### config.mk
export PLATFORM = sky130hd
export DESIGN_NAME = serial_link
export DESIGN_NICKNAME = d
export VERILOG_FILES = /design/src/design/serial_link_pkg.sv /design/src/design/serial_link_flow_ctrl.sv /design/src/design/serial_link_data_link.sv /design/src/design/serial_link_phy_tx.sv /design/src/design/serial_link_phy_rx.sv /design/src/design/serial_link.sv
export VERILOG_INCLUDE_DIRS = /design/src /design/src/design
export SDC_FILE = /design/constraint.sdc
export NUM_CORES = 1
export LEC_CHECK = 0
export CORE_MARGIN = 10
export CORE_UTILIZATION = 50
export CTS_CLUSTER_SIZE = 10
export DETAILED_ROUTE_END_ITERATION = 10
export DONT_BUFFER_PORTS = 1
export GPL_ROUTABILITY_DRIVEN = 0
export PLACE_DENSITY_LB_ADDON = 0.08
export SLEW_MARGIN = 25
export SYNTH_ARGS = -nofsm -noshare
export SYNTH_HDL_FRONTEND = slang
export SYNTH_SLANG_ARGS = --single-unit
export TNS_END_PERCENT = 100
### constraint.sdc
create_clock -name clk_i -period 3.95 [get_ports clk_i]
set_input_delay 0 -clock clk_i [delete_from_list [all_inputs] [get_ports clk_i]]
set_output_delay 0 -clock clk_i [all_outputs]
set_load 0.02 [all_outputs]
### src/design/serial_link_macros.svh
////////////////////
// Serial link constants
// Lane count, credit count, word and frame widths
// Clock divider setting width
////////////////////

`ifndef SERIAL_LINK_MACROS_SVH
`define SERIAL_LINK_MACROS_SVH

// Data lanes on the link
`define SL_NUM_LANES 8

// Receive FIFO depth, also the initial credit count
`define SL_NUM_CREDITS 4

// Payload word
`define SL_WORD_BITS 32

// Frame padded up to a whole number of flits
`define SL_FRAME_BITS 40
`define SL_NUM_FLITS 5

// Runtime clock divider setting
`define SL_CLK_DIV_BITS 8

`endif

### src/design/serial_link_pkg.sv
////////////////////
// Serial link package
// Word, flit, credit and divider types
// Frame layout and transmit FSM states
////////////////////

`include "serial_link_macros.svh"

package serial_link_pkg;

  typedef logic [`SL_WORD_BITS-1:0] word_t;
  typedef logic [`SL_NUM_LANES-1:0] flit_t;

  // Wide enough for 0 up to the full credit count
  typedef logic [$clog2(`SL_NUM_CREDITS + 1)-1:0] credit_t;

  typedef logic [`SL_CLK_DIV_BITS-1:0] clk_div_t;

  // Unused upper bits of the frame
  localparam int unsigned PadBits = `SL_FRAME_BITS - `SL_WORD_BITS - 1 - $bits(credit_t);

  // Frame on the wire, word in the low bits so it leaves first
  typedef struct packed {
    logic [PadBits-1:0] pad;
    credit_t            credit;
    logic               word_valid;
    word_t              word;
  } frame_t;

  // Physical transmit FSM
  typedef enum logic [1:0] {
    IDLE,
    HIGH,
    LOW
  } tx_state_e;

endpackage

### src/design/serial_link_flow_ctrl.sv
////////////////////
// Serial link flow control
// Credit counter and pending credit returns
// Outgoing frame register, receive FIFO
////////////////////

`include "serial_link_macros.svh"

module serial_link_flow_ctrl (
  input  logic                    clk_i,
  input  logic                    rst_i,
  input  serial_link_pkg::word_t  tx_word_i,
  input  logic                    tx_valid_i,
  output logic                    tx_ready_o,
  output serial_link_pkg::frame_t frame_tx_o,
  output logic                    frame_tx_valid_o,
  input  logic                    frame_tx_ready_i,
  input  serial_link_pkg::frame_t frame_rx_i,
  input  logic                    frame_rx_valid_i,
  output serial_link_pkg::word_t  rx_word_o,
  output logic                    rx_valid_o,
  input  logic                    rx_ready_i
);
  import serial_link_pkg::*;

  localparam int unsigned PtrBits = $clog2(`SL_NUM_CREDITS);

  credit_t            credit_cnt_q;
  credit_t            pending_q;
  credit_t            rx_credit;
  frame_t             frame_q;
  logic               frame_valid_q;
  logic               load;
  logic               send_word;
  logic               send_frame;

  word_t              fifo_mem [`SL_NUM_CREDITS];
  logic [PtrBits-1:0] wr_ptr_q;
  logic [PtrBits-1:0] rd_ptr_q;
  credit_t            fifo_cnt_q;
  logic               push;
  logic               pop;

  function automatic logic [PtrBits-1:0] next_ptr(input logic [PtrBits-1:0] ptr);
    if (ptr == PtrBits'(`SL_NUM_CREDITS - 1)) begin
      return '0;
    end
    return ptr + 1'b1;
  endfunction

  ////////////////////
  // Transmit side
  ////////////////////

  // Frame register can take a new frame when empty or being drained
  assign load       = !frame_valid_q || frame_tx_ready_i;
  assign tx_ready_o = load && (credit_cnt_q != '0);
  assign send_word  = tx_valid_i && tx_ready_o;
  // Credit-only frame when nothing to send but returns are pending
  assign send_frame = load && (send_word || (pending_q != '0));

  assign frame_tx_o       = frame_q;
  assign frame_tx_valid_o = frame_valid_q;

  always_ff @(posedge clk_i) begin
    if (rst_i) begin
      frame_valid_q <= 1'b0;
    end else if (load) begin
      frame_valid_q <= send_frame;
    end
  end

  always_ff @(posedge clk_i) begin
    if (send_frame) begin
      frame_q.word       <= tx_word_i;
      frame_q.word_valid <= send_word;
      frame_q.credit     <= pending_q;
      frame_q.pad        <= '0;
    end
  end

  assign rx_credit = frame_rx_valid_i ? frame_rx_i.credit : '0;

  always_ff @(posedge clk_i) begin
    if (rst_i) begin
      credit_cnt_q <= credit_t'(`SL_NUM_CREDITS);
      pending_q    <= '0;
    end else begin
      credit_cnt_q <= credit_cnt_q - credit_t'(send_word) + rx_credit;
      // All pending returns leave with the frame just built
      pending_q    <= (send_frame ? '0 : pending_q) + credit_t'(pop);
    end
  end

  ////////////////////
  // Receive FIFO
  ////////////////////

  // Never overflows, the sender holds at most one credit per slot
  assign push = frame_rx_valid_i && frame_rx_i.word_valid;
  assign pop  = rx_valid_o && rx_ready_i;

  assign rx_valid_o = fifo_cnt_q != '0;
  assign rx_word_o  = fifo_mem[rd_ptr_q];

  always_ff @(posedge clk_i) begin
    if (rst_i) begin
      wr_ptr_q   <= '0;
      rd_ptr_q   <= '0;
      fifo_cnt_q <= '0;
    end else begin
      if (push) begin
        wr_ptr_q <= next_ptr(wr_ptr_q);
      end
      if (pop) begin
        rd_ptr_q <= next_ptr(rd_ptr_q);
      end
      fifo_cnt_q <= fifo_cnt_q + credit_t'(push) - credit_t'(pop);
    end
  end

  always_ff @(posedge clk_i) begin
    if (push) begin
      fifo_mem[wr_ptr_q] <= frame_rx_i.word;
    end
  end

endmodule

### src/design/serial_link_data_link.sv
////////////////////
// Serial link data link layer
// Frame to flit split, least significant first
// Flit to frame merge on receive
////////////////////

`include "serial_link_macros.svh"

module serial_link_data_link (
  input  logic                    clk_i,
  input  logic                    rst_i,
  input  serial_link_pkg::frame_t frame_tx_i,
  input  logic                    frame_tx_valid_i,
  output logic                    frame_tx_ready_o,
  output serial_link_pkg::flit_t  flit_tx_o,
  output logic                    flit_tx_valid_o,
  input  logic                    flit_tx_ready_i,
  input  serial_link_pkg::flit_t  flit_rx_i,
  input  logic                    flit_rx_valid_i,
  output serial_link_pkg::frame_t frame_rx_o,
  output logic                    frame_rx_valid_o
);
  import serial_link_pkg::*;

  localparam int unsigned IdxBits = $clog2(`SL_NUM_FLITS);
  localparam logic [IdxBits-1:0] LastIdx = IdxBits'(`SL_NUM_FLITS - 1);

  flit_t [`SL_NUM_FLITS-1:0] tx_flits_q;
  flit_t [`SL_NUM_FLITS-1:0] rx_flits_q;
  logic [IdxBits-1:0]        tx_idx_q;
  logic [IdxBits-1:0]        rx_idx_q;
  logic                      tx_busy_q;
  logic                      rx_done_q;
  logic                      frame_accept;
  logic                      flit_sent;

  ////////////////////
  // Send
  ////////////////////

  // One frame in flight, next one accepted after the last flit goes
  assign frame_tx_ready_o = !tx_busy_q;
  assign frame_accept     = frame_tx_valid_i && frame_tx_ready_o;
  assign flit_sent        = flit_tx_valid_o && flit_tx_ready_i;

  assign flit_tx_o       = tx_flits_q[tx_idx_q];
  assign flit_tx_valid_o = tx_busy_q;

  always_ff @(posedge clk_i) begin
    if (rst_i) begin
      tx_busy_q <= 1'b0;
      tx_idx_q  <= '0;
    end else if (frame_accept) begin
      tx_busy_q <= 1'b1;
      tx_idx_q  <= '0;
    end else if (flit_sent) begin
      tx_busy_q <= tx_idx_q != LastIdx;
      tx_idx_q  <= (tx_idx_q == LastIdx) ? '0 : tx_idx_q + 1'b1;
    end
  end

  always_ff @(posedge clk_i) begin
    if (frame_accept) begin
      tx_flits_q <= frame_tx_i;
    end
  end

  ////////////////////
  // Receive
  ////////////////////

  always_ff @(posedge clk_i) begin
    if (rst_i) begin
      rx_idx_q  <= '0;
      rx_done_q <= 1'b0;
    end else begin
      rx_done_q <= flit_rx_valid_i && (rx_idx_q == LastIdx);
      if (flit_rx_valid_i) begin
        rx_idx_q <= (rx_idx_q == LastIdx) ? '0 : rx_idx_q + 1'b1;
      end
    end
  end

  // New flits enter at the top, first flit ends up at index 0
  always_ff @(posedge clk_i) begin
    if (flit_rx_valid_i) begin
      rx_flits_q <= {flit_rx_i, rx_flits_q[`SL_NUM_FLITS-1:1]};
    end
  end

  assign frame_rx_o       = frame_t'(rx_flits_q);
  assign frame_rx_valid_o = rx_done_q;

endmodule

### src/design/serial_link_phy_tx.sv
////////////////////
// Serial link transmit PHY
// Clock divider and forwarded clock
// Lane driving, one flit per period
////////////////////

module serial_link_phy_tx (
  input  logic                      clk_i,
  input  logic                      rst_i,
  input  serial_link_pkg::clk_div_t clk_div_i,
  input  serial_link_pkg::flit_t    flit_i,
  input  logic                      flit_valid_i,
  output logic                      flit_ready_o,
  output serial_link_pkg::flit_t    ddr_o,
  output logic                      ddr_rcv_clk_o
);
  import serial_link_pkg::*;

  tx_state_e state_q;
  clk_div_t  cnt_q;
  clk_div_t  half_last;
  flit_t     ddr_q;
  logic      clk_q;
  logic      half_done;
  logic      take_flit;

  // Each half of the forwarded clock lasts clk_div_i / 2 cycles
  assign half_last = (clk_div_i >> 1) - clk_div_t'(1);
  assign half_done = cnt_q == half_last;

  assign flit_ready_o = (state_q == IDLE) || ((state_q == LOW) && half_done);
  assign take_flit    = flit_valid_i && flit_ready_o;

  assign ddr_o         = ddr_q;
  assign ddr_rcv_clk_o = clk_q;

  always_ff @(posedge clk_i) begin
    if (rst_i) begin
      state_q <= IDLE;
      cnt_q   <= '0;
      ddr_q   <= '0;
      clk_q   <= 1'b0;
    end else begin
      unique case (state_q)
        HIGH: begin
          if (half_done) begin
            state_q <= LOW;
            clk_q   <= 1'b0;
            cnt_q   <= '0;
          end else begin
            cnt_q <= cnt_q + 1'b1;
          end
        end
        LOW: begin
          if (half_done) begin
            state_q <= IDLE;
            cnt_q   <= '0;
          end else begin
            cnt_q <= cnt_q + 1'b1;
          end
        end
        default: cnt_q <= '0;
      endcase
      // Lanes only change together with the rising forwarded clock
      if (take_flit) begin
        state_q <= HIGH;
        cnt_q   <= '0;
        clk_q   <= 1'b1;
        ddr_q   <= flit_i;
      end
    end
  end

endmodule

### src/design/serial_link_phy_rx.sv
////////////////////
// Serial link receive PHY
// Received clock edge detect, flit capture
////////////////////

module serial_link_phy_rx (
  input  logic                   clk_i,
  input  logic                   rst_i,
  input  serial_link_pkg::flit_t ddr_i,
  input  logic                   ddr_rcv_clk_i,
  output serial_link_pkg::flit_t flit_o,
  output logic                   flit_valid_o
);
  import serial_link_pkg::*;

  flit_t lanes_sync_q;
  flit_t flit_q;
  logic  clk_sync_q;
  logic  clk_prev_q;
  logic  valid_q;
  logic  rise;

  // Rising edge of the sampled forwarded clock
  assign rise = clk_sync_q && !clk_prev_q;

  always_ff @(posedge clk_i) begin
    if (rst_i) begin
      clk_sync_q <= 1'b0;
      clk_prev_q <= 1'b0;
      valid_q    <= 1'b0;
    end else begin
      clk_sync_q <= ddr_rcv_clk_i;
      clk_prev_q <= clk_sync_q;
      valid_q    <= rise;
    end
  end

  // Lanes share the sync stage so they line up with the clock sample
  always_ff @(posedge clk_i) begin
    lanes_sync_q <= ddr_i;
    if (rise) begin
      flit_q <= lanes_sync_q;
    end
  end

  assign flit_o       = flit_q;
  assign flit_valid_o = valid_q;

endmodule

### src/design/serial_link.sv
////////////////////
// Serial link top level
// Flow control, data link and PHY instances
////////////////////

module serial_link (
  input  logic                      clk_i,
  input  logic                      rst_i,
  input  serial_link_pkg::clk_div_t clk_div_i,
  input  serial_link_pkg::word_t    tx_word_i,
  input  logic                      tx_valid_i,
  output logic                      tx_ready_o,
  output serial_link_pkg::word_t    rx_word_o,
  output logic                      rx_valid_o,
  input  logic                      rx_ready_i,
  output serial_link_pkg::flit_t    ddr_o,
  output logic                      ddr_rcv_clk_o,
  input  serial_link_pkg::flit_t    ddr_i,
  input  logic                      ddr_rcv_clk_i
);
  import serial_link_pkg::*;

  frame_t fc2dl_frame;
  logic   fc2dl_frame_valid;
  logic   dl2fc_frame_ready;
  frame_t dl2fc_frame;
  logic   dl2fc_frame_valid;
  flit_t  dl2phy_flit;
  logic   dl2phy_flit_valid;
  logic   phy2dl_flit_ready;
  flit_t  phy2dl_flit;
  logic   phy2dl_flit_valid;

  ////////////////////
  // Network layer
  ////////////////////

  serial_link_flow_ctrl i_flow_ctrl (
    .clk_i            ( clk_i             ),
    .rst_i            ( rst_i             ),
    .tx_word_i        ( tx_word_i         ),
    .tx_valid_i       ( tx_valid_i        ),
    .tx_ready_o       ( tx_ready_o        ),
    .frame_tx_o       ( fc2dl_frame       ),
    .frame_tx_valid_o ( fc2dl_frame_valid ),
    .frame_tx_ready_i ( dl2fc_frame_ready ),
    .frame_rx_i       ( dl2fc_frame       ),
    .frame_rx_valid_i ( dl2fc_frame_valid ),
    .rx_word_o        ( rx_word_o         ),
    .rx_valid_o       ( rx_valid_o        ),
    .rx_ready_i       ( rx_ready_i        )
  );

  ////////////////////
  // Data link layer
  ////////////////////

  serial_link_data_link i_data_link (
    .clk_i            ( clk_i             ),
    .rst_i            ( rst_i             ),
    .frame_tx_i       ( fc2dl_frame       ),
    .frame_tx_valid_i ( fc2dl_frame_valid ),
    .frame_tx_ready_o ( dl2fc_frame_ready ),
    .flit_tx_o        ( dl2phy_flit       ),
    .flit_tx_valid_o  ( dl2phy_flit_valid ),
    .flit_tx_ready_i  ( phy2dl_flit_ready ),
    .flit_rx_i        ( phy2dl_flit       ),
    .flit_rx_valid_i  ( phy2dl_flit_valid ),
    .frame_rx_o       ( dl2fc_frame       ),
    .frame_rx_valid_o ( dl2fc_frame_valid )
  );

  ////////////////////
  // Physical layer
  ////////////////////

  serial_link_phy_tx i_phy_tx (
    .clk_i         ( clk_i             ),
    .rst_i         ( rst_i             ),
    .clk_div_i     ( clk_div_i         ),
    .flit_i        ( dl2phy_flit       ),
    .flit_valid_i  ( dl2phy_flit_valid ),
    .flit_ready_o  ( phy2dl_flit_ready ),
    .ddr_o         ( ddr_o             ),
    .ddr_rcv_clk_o ( ddr_rcv_clk_o     )
  );

  serial_link_phy_rx i_phy_rx (
    .clk_i         ( clk_i             ),
    .rst_i         ( rst_i             ),
    .ddr_i         ( ddr_i             ),
    .ddr_rcv_clk_i ( ddr_rcv_clk_i     ),
    .flit_o        ( phy2dl_flit       ),
    .flit_valid_o  ( phy2dl_flit_valid )
  );

endmodule

==> qor.json <==
{
  "clock_tree": {
    "numCtsBuffers": 36,
    "htree_levels": 2,
    "root_buffer": "sky130_fd_sc_hd__clkbuf_16",
    "cts_post_setup_buffers_inserted": 0,
    "clock_sink_count": 302,
    "worst_setup_hold_path_clk_slew_ns": 0.05,
    "postCtsResizedCells": 0,
    "clock_latency_ns": 0.50,
    "cts_tree": "yes",
    "cts_buffer_depth": 3
  },
  "drt": {
    "drc_errors": 0,
    "antenna_left": 0,
    "drt_first_pass_iters": 6,
    "vias_per_cell": 5.34,
    "totalWireLength_microns": 18800,
    "drtIter0Drc": 263,
    "routed_wire_length_per_instance_microns": 19.5,
    "via_count": 5157
  },
  "flow_run": {
    "drv_cap": 0
  },
  "global_routing": {
    "grt_first_pass_wirelength_microns": 30100,
    "initial_antenna_violation_count": 0,
    "remaining_global_route_overflow": 0,
    "track_usage": 0.133,
    "pin_count_of_the_biggest_net_entering_global_routing": 39,
    "grt_pass1_vias": 5507
  },
  "layout": {
    "flow.area_growth_from_synthesis_pct": 17.5,
    "final_net_count": 741,
    "final_cells": 965,
    "n_antenna_cell": 0,
    "drive_gt1_frac": 0.158
  },
  "sta": {
    "fin_setup_tns_ns": 0,
    "hold_viol": 0,
    "worst_slew_pin_slew_ns": 0.827,
    "grt_setup_unrepaired": "no",
    "timing.final.crit_share": 0.713,
    "fin_skew_ns": 0.0175,
    "max_freq_ghz": 0.355,
    "setup_violations": 0,
    "layout_min_cycle_time_ns": 2.82,
    "slew-limit-headroom": 0.448,
    "post_route_worst_hold_slack_ns": 0.0465,
    "timing.final.max_slew_violations": 0
  },
  "power_and_ir_drop": {
    "post-layout-total-power_w": 0.00791,
    "pwr_density_cell_nw_per_um2": 609,
    "static-leakage-power_nw": 4.37,
    "worst_ir_drop_vdd_v": 0.000383
  },
  "floorplan": {
    "row_count": 54,
    "fp.dieW_microns": 169,
    "die_footprint_sq_um": 28500,
    "ios": 96,
    "initial_utilization": 0.508,
    "dieHeight_microns": 169,
    "placeableCoreArea_sq_um": 21800
  },
  "placement": {
    "dp.cells": 857,
    "port_buffers": 0,
    "hpwl_microns": 11300
  },
  "worst_hold_path": {
    "timing.hold.worst.class": "in -> reg"
  },
  "synthesis": {
    "synth-seq-cells": 302,
    "syn_avg_cell_area_sq_um": 18.8,
    "post_synth_instance_area_sq_um": 11100,
    "syn-instance-count": 587,
    "mappedNetlistNets": 663,
    "yosysUniqueCellTypes": 52,
    "yosys_warnings": 0,
    "ys_seq_area_frac": 0.772
  },
  "outcome": {
    "outcome": "finished, final reports clean"
  },
  "setup_path": {
    "crit_arrival_ns": 3.21,
    "critical_path.max_fanout": 11,
    "cp_data_required_time_ns": 4.34,
    "cp-start-kind": "register",
    "ff2ff_setup_slack_ns": 1.13,
    "worst_setup_path_end_kind": "register",
    "criticalPathCategory": "reg -> reg"
  }
}
[final timing paths]
check	cells past startpoint	from	end
min reg2reg	0	i_phy_rx.lanes_sync_q[3]	i_phy_rx.flit_o[3]
min	4	clk_div_i[5]	i_phy_tx.ddr_rcv_clk_o
max reg2reg	12	i_data_link.flit_tx_valid_o	i_flow_ctrl.credit_cnt_q[2]
max	12	i_data_link.flit_tx_valid_o	i_flow_ctrl.credit_cnt_q[2]
[worst max-delay path, stage by stage, from the launching register on]
cell	delay (ns)
sky130_fd_sc_hd__dfxtp_1	0.61
sky130_fd_sc_hd__nand2_1	0.15
sky130_fd_sc_hd__o31a_1	0.24
sky130_fd_sc_hd__and2_1	0.24
sky130_fd_sc_hd__ha_1	0.30
sky130_fd_sc_hd__inv_1	0.06
sky130_fd_sc_hd__ha_1	0.13
sky130_fd_sc_hd__inv_1	0.05
sky130_fd_sc_hd__fa_1	0.38
sky130_fd_sc_hd__xnor2_1	0.19
sky130_fd_sc_hd__xnor2_1	0.15
sky130_fd_sc_hd__xnor2_1	0.14
sky130_fd_sc_hd__nand2b_1	0.07
[kinds of logic after synthesis]
| group | synth area share |
|---|---|
| flip-flops | 0.772 |
| AND/OR/NAND/NOR | 0.0572 |
| multiplexers | 0.0889 |
| buffers and inverters | 0.0157 |
| AO/OA/AOI/OAI | 0.0242 |
| adder cells (fa/ha/maj) | 0.0274 |
| XOR/XNOR | 0.0151 |
[power breakdown]
| group | switching, W | leakage (nW) | internal (W) |
|---|---|---|---|
| sequential | 0.000205 | 2.72 | 0.00376 |
| combinational | 0.000593 | 1.14 | 0.000465 |
| clock | 0.00112 | 0.504 | 0.00178 |
[final cells by class]
type	instances	area, sq um
Clock inverter	1	16.3
Inverter	25	93.8
Clock buffer	57	1030
Tap cell	280	350
Sequential cell	302	8530
Timing Repair Buffer	57	598
Multi-Input combinational cell	243	2370
Fill cell	1600	8760
[synth_stat cells (all sizes together)]
master,n,area share
nor3,9,0.0045
or3b,1,0.00079
clkbuf,9,0.0031
o31a,1,0.00079
xnor2,9,0.0071
or4,1,0.0010
inv,25,0.0085
nand3,10,0.0045
nor2b,13,0.0074
a31oi,5,0.0028
nand3b,1,0.00068
nor4,2,0.0011
a21oi,13,0.0059
nor3b,2,0.0014
nor2,23,0.0078
o211ai,1,0.0011
a211o,2,0.0017
dfxtp,54,0.098
or3,2,0.0011
o2111ai,2,0.0022
and3b,1,0.00091
a211oi,5,0.0038
mux2,1,0.0010
and2,3,0.0017
xor2,10,0.0079
nor4b,2,0.0029
mux2i,7,0.0063
ha,21,0.024
nand2b,6,0.0034
edfxtp,248,0.67
buf,8,0.0042
a311oi,2,0.0016
nand2,29,0.010
nand4b,1,0.0014
mux4,40,0.082
o2111a,1,0.0010
fa,2,0.0036
o21ai,3,0.0014
o22ai,1,0.0011
or4bb,1,0.0010
or2b,1,0.00068
and3,8,0.0045
o2bb2ai,1,0.00079
[sequential cells by signal, indices dropped and copies added, names as in the netlist, 8 cells and up, named ones only]
signal and count:
i_data_link.frame_rx_o 40, i_data_link.tx_flits_q 36, i_flow_ctrl.fifo_mem 128, i_flow_ctrl.frame_tx_o 36, i_phy_rx.flit_o 8, i_phy_rx.lanes_sync_q 8, i_phy_tx.cnt_q 8, i_phy_tx.ddr_o 8
[routing by layer]
metal,part of all wire,global-route usage,vias to the layer above
met1,0.43,0.167,2609
met2,0.50,0.221,102
met3,0.044,0.0343,29
li1,-,-,2417
met4,0.020,0.0416,0
met5,0,0,-
[per-stage QoR]
stage / utilization / worst slack (ns) / cell area [sq um]
floorplan: - / 0.665 / 11100
global placement: 0.524 / 1.21 / 11400
detailed placement: 0.524 / 1.10 / 11400
CTS: 0.595 / 1.09 / 12900
global route: 0.597 / 0.893 / 13000
finish: 0.597 / 1.13 / 13000
[cells in the final DEF (no fill, tap or decap), types with 2 or more instances in the layout]
cell / count
sky130_fd_sc_hd__clkbuf_16: 38
sky130_fd_sc_hd__buf_16: 2
sky130_fd_sc_hd__clkbuf_1: 18
sky130_fd_sc_hd__nor2b_1: 12
sky130_fd_sc_hd__o21ai_0: 3
sky130_fd_sc_hd__nor2_1: 23
sky130_fd_sc_hd__nand2b_1: 6
sky130_fd_sc_hd__nand3_1: 10
sky130_fd_sc_hd__fa_1: 2
sky130_fd_sc_hd__nor3_1: 8
sky130_fd_sc_hd__xnor2_1: 9
sky130_fd_sc_hd__mux4_2: 40
sky130_fd_sc_hd__edfxtp_1: 248
sky130_fd_sc_hd__mux2i_1: 7
sky130_fd_sc_hd__nor4_1: 2
sky130_fd_sc_hd__ha_1: 21
sky130_fd_sc_hd__or3_1: 2
sky130_fd_sc_hd__xor2_1: 10
sky130_fd_sc_hd__and3_1: 8
sky130_fd_sc_hd__dfxtp_2: 2
sky130_fd_sc_hd__nand2_2: 2
sky130_fd_sc_hd__and2_1: 3
sky130_fd_sc_hd__dlygate4sd3_1: 47
sky130_fd_sc_hd__a311oi_1: 2
sky130_fd_sc_hd__dfxtp_1: 52
sky130_fd_sc_hd__a31oi_1: 5
sky130_fd_sc_hd__inv_1: 25
sky130_fd_sc_hd__buf_4: 7
sky130_fd_sc_hd__nor3b_1: 2
sky130_fd_sc_hd__nand2_1: 27
sky130_fd_sc_hd__a21oi_1: 12
sky130_fd_sc_hd__a211oi_1: 4
[what timing repair did]
| action | in CTS | in global routing |
|---|---|---|
| hold buffers | 48 | 0 |
| endpoints found under the setup margin | 0 | 0 |
| hold endpoints to repair | 87 | 0 |
No activity file was read; power rests on OpenSTA's default activity.
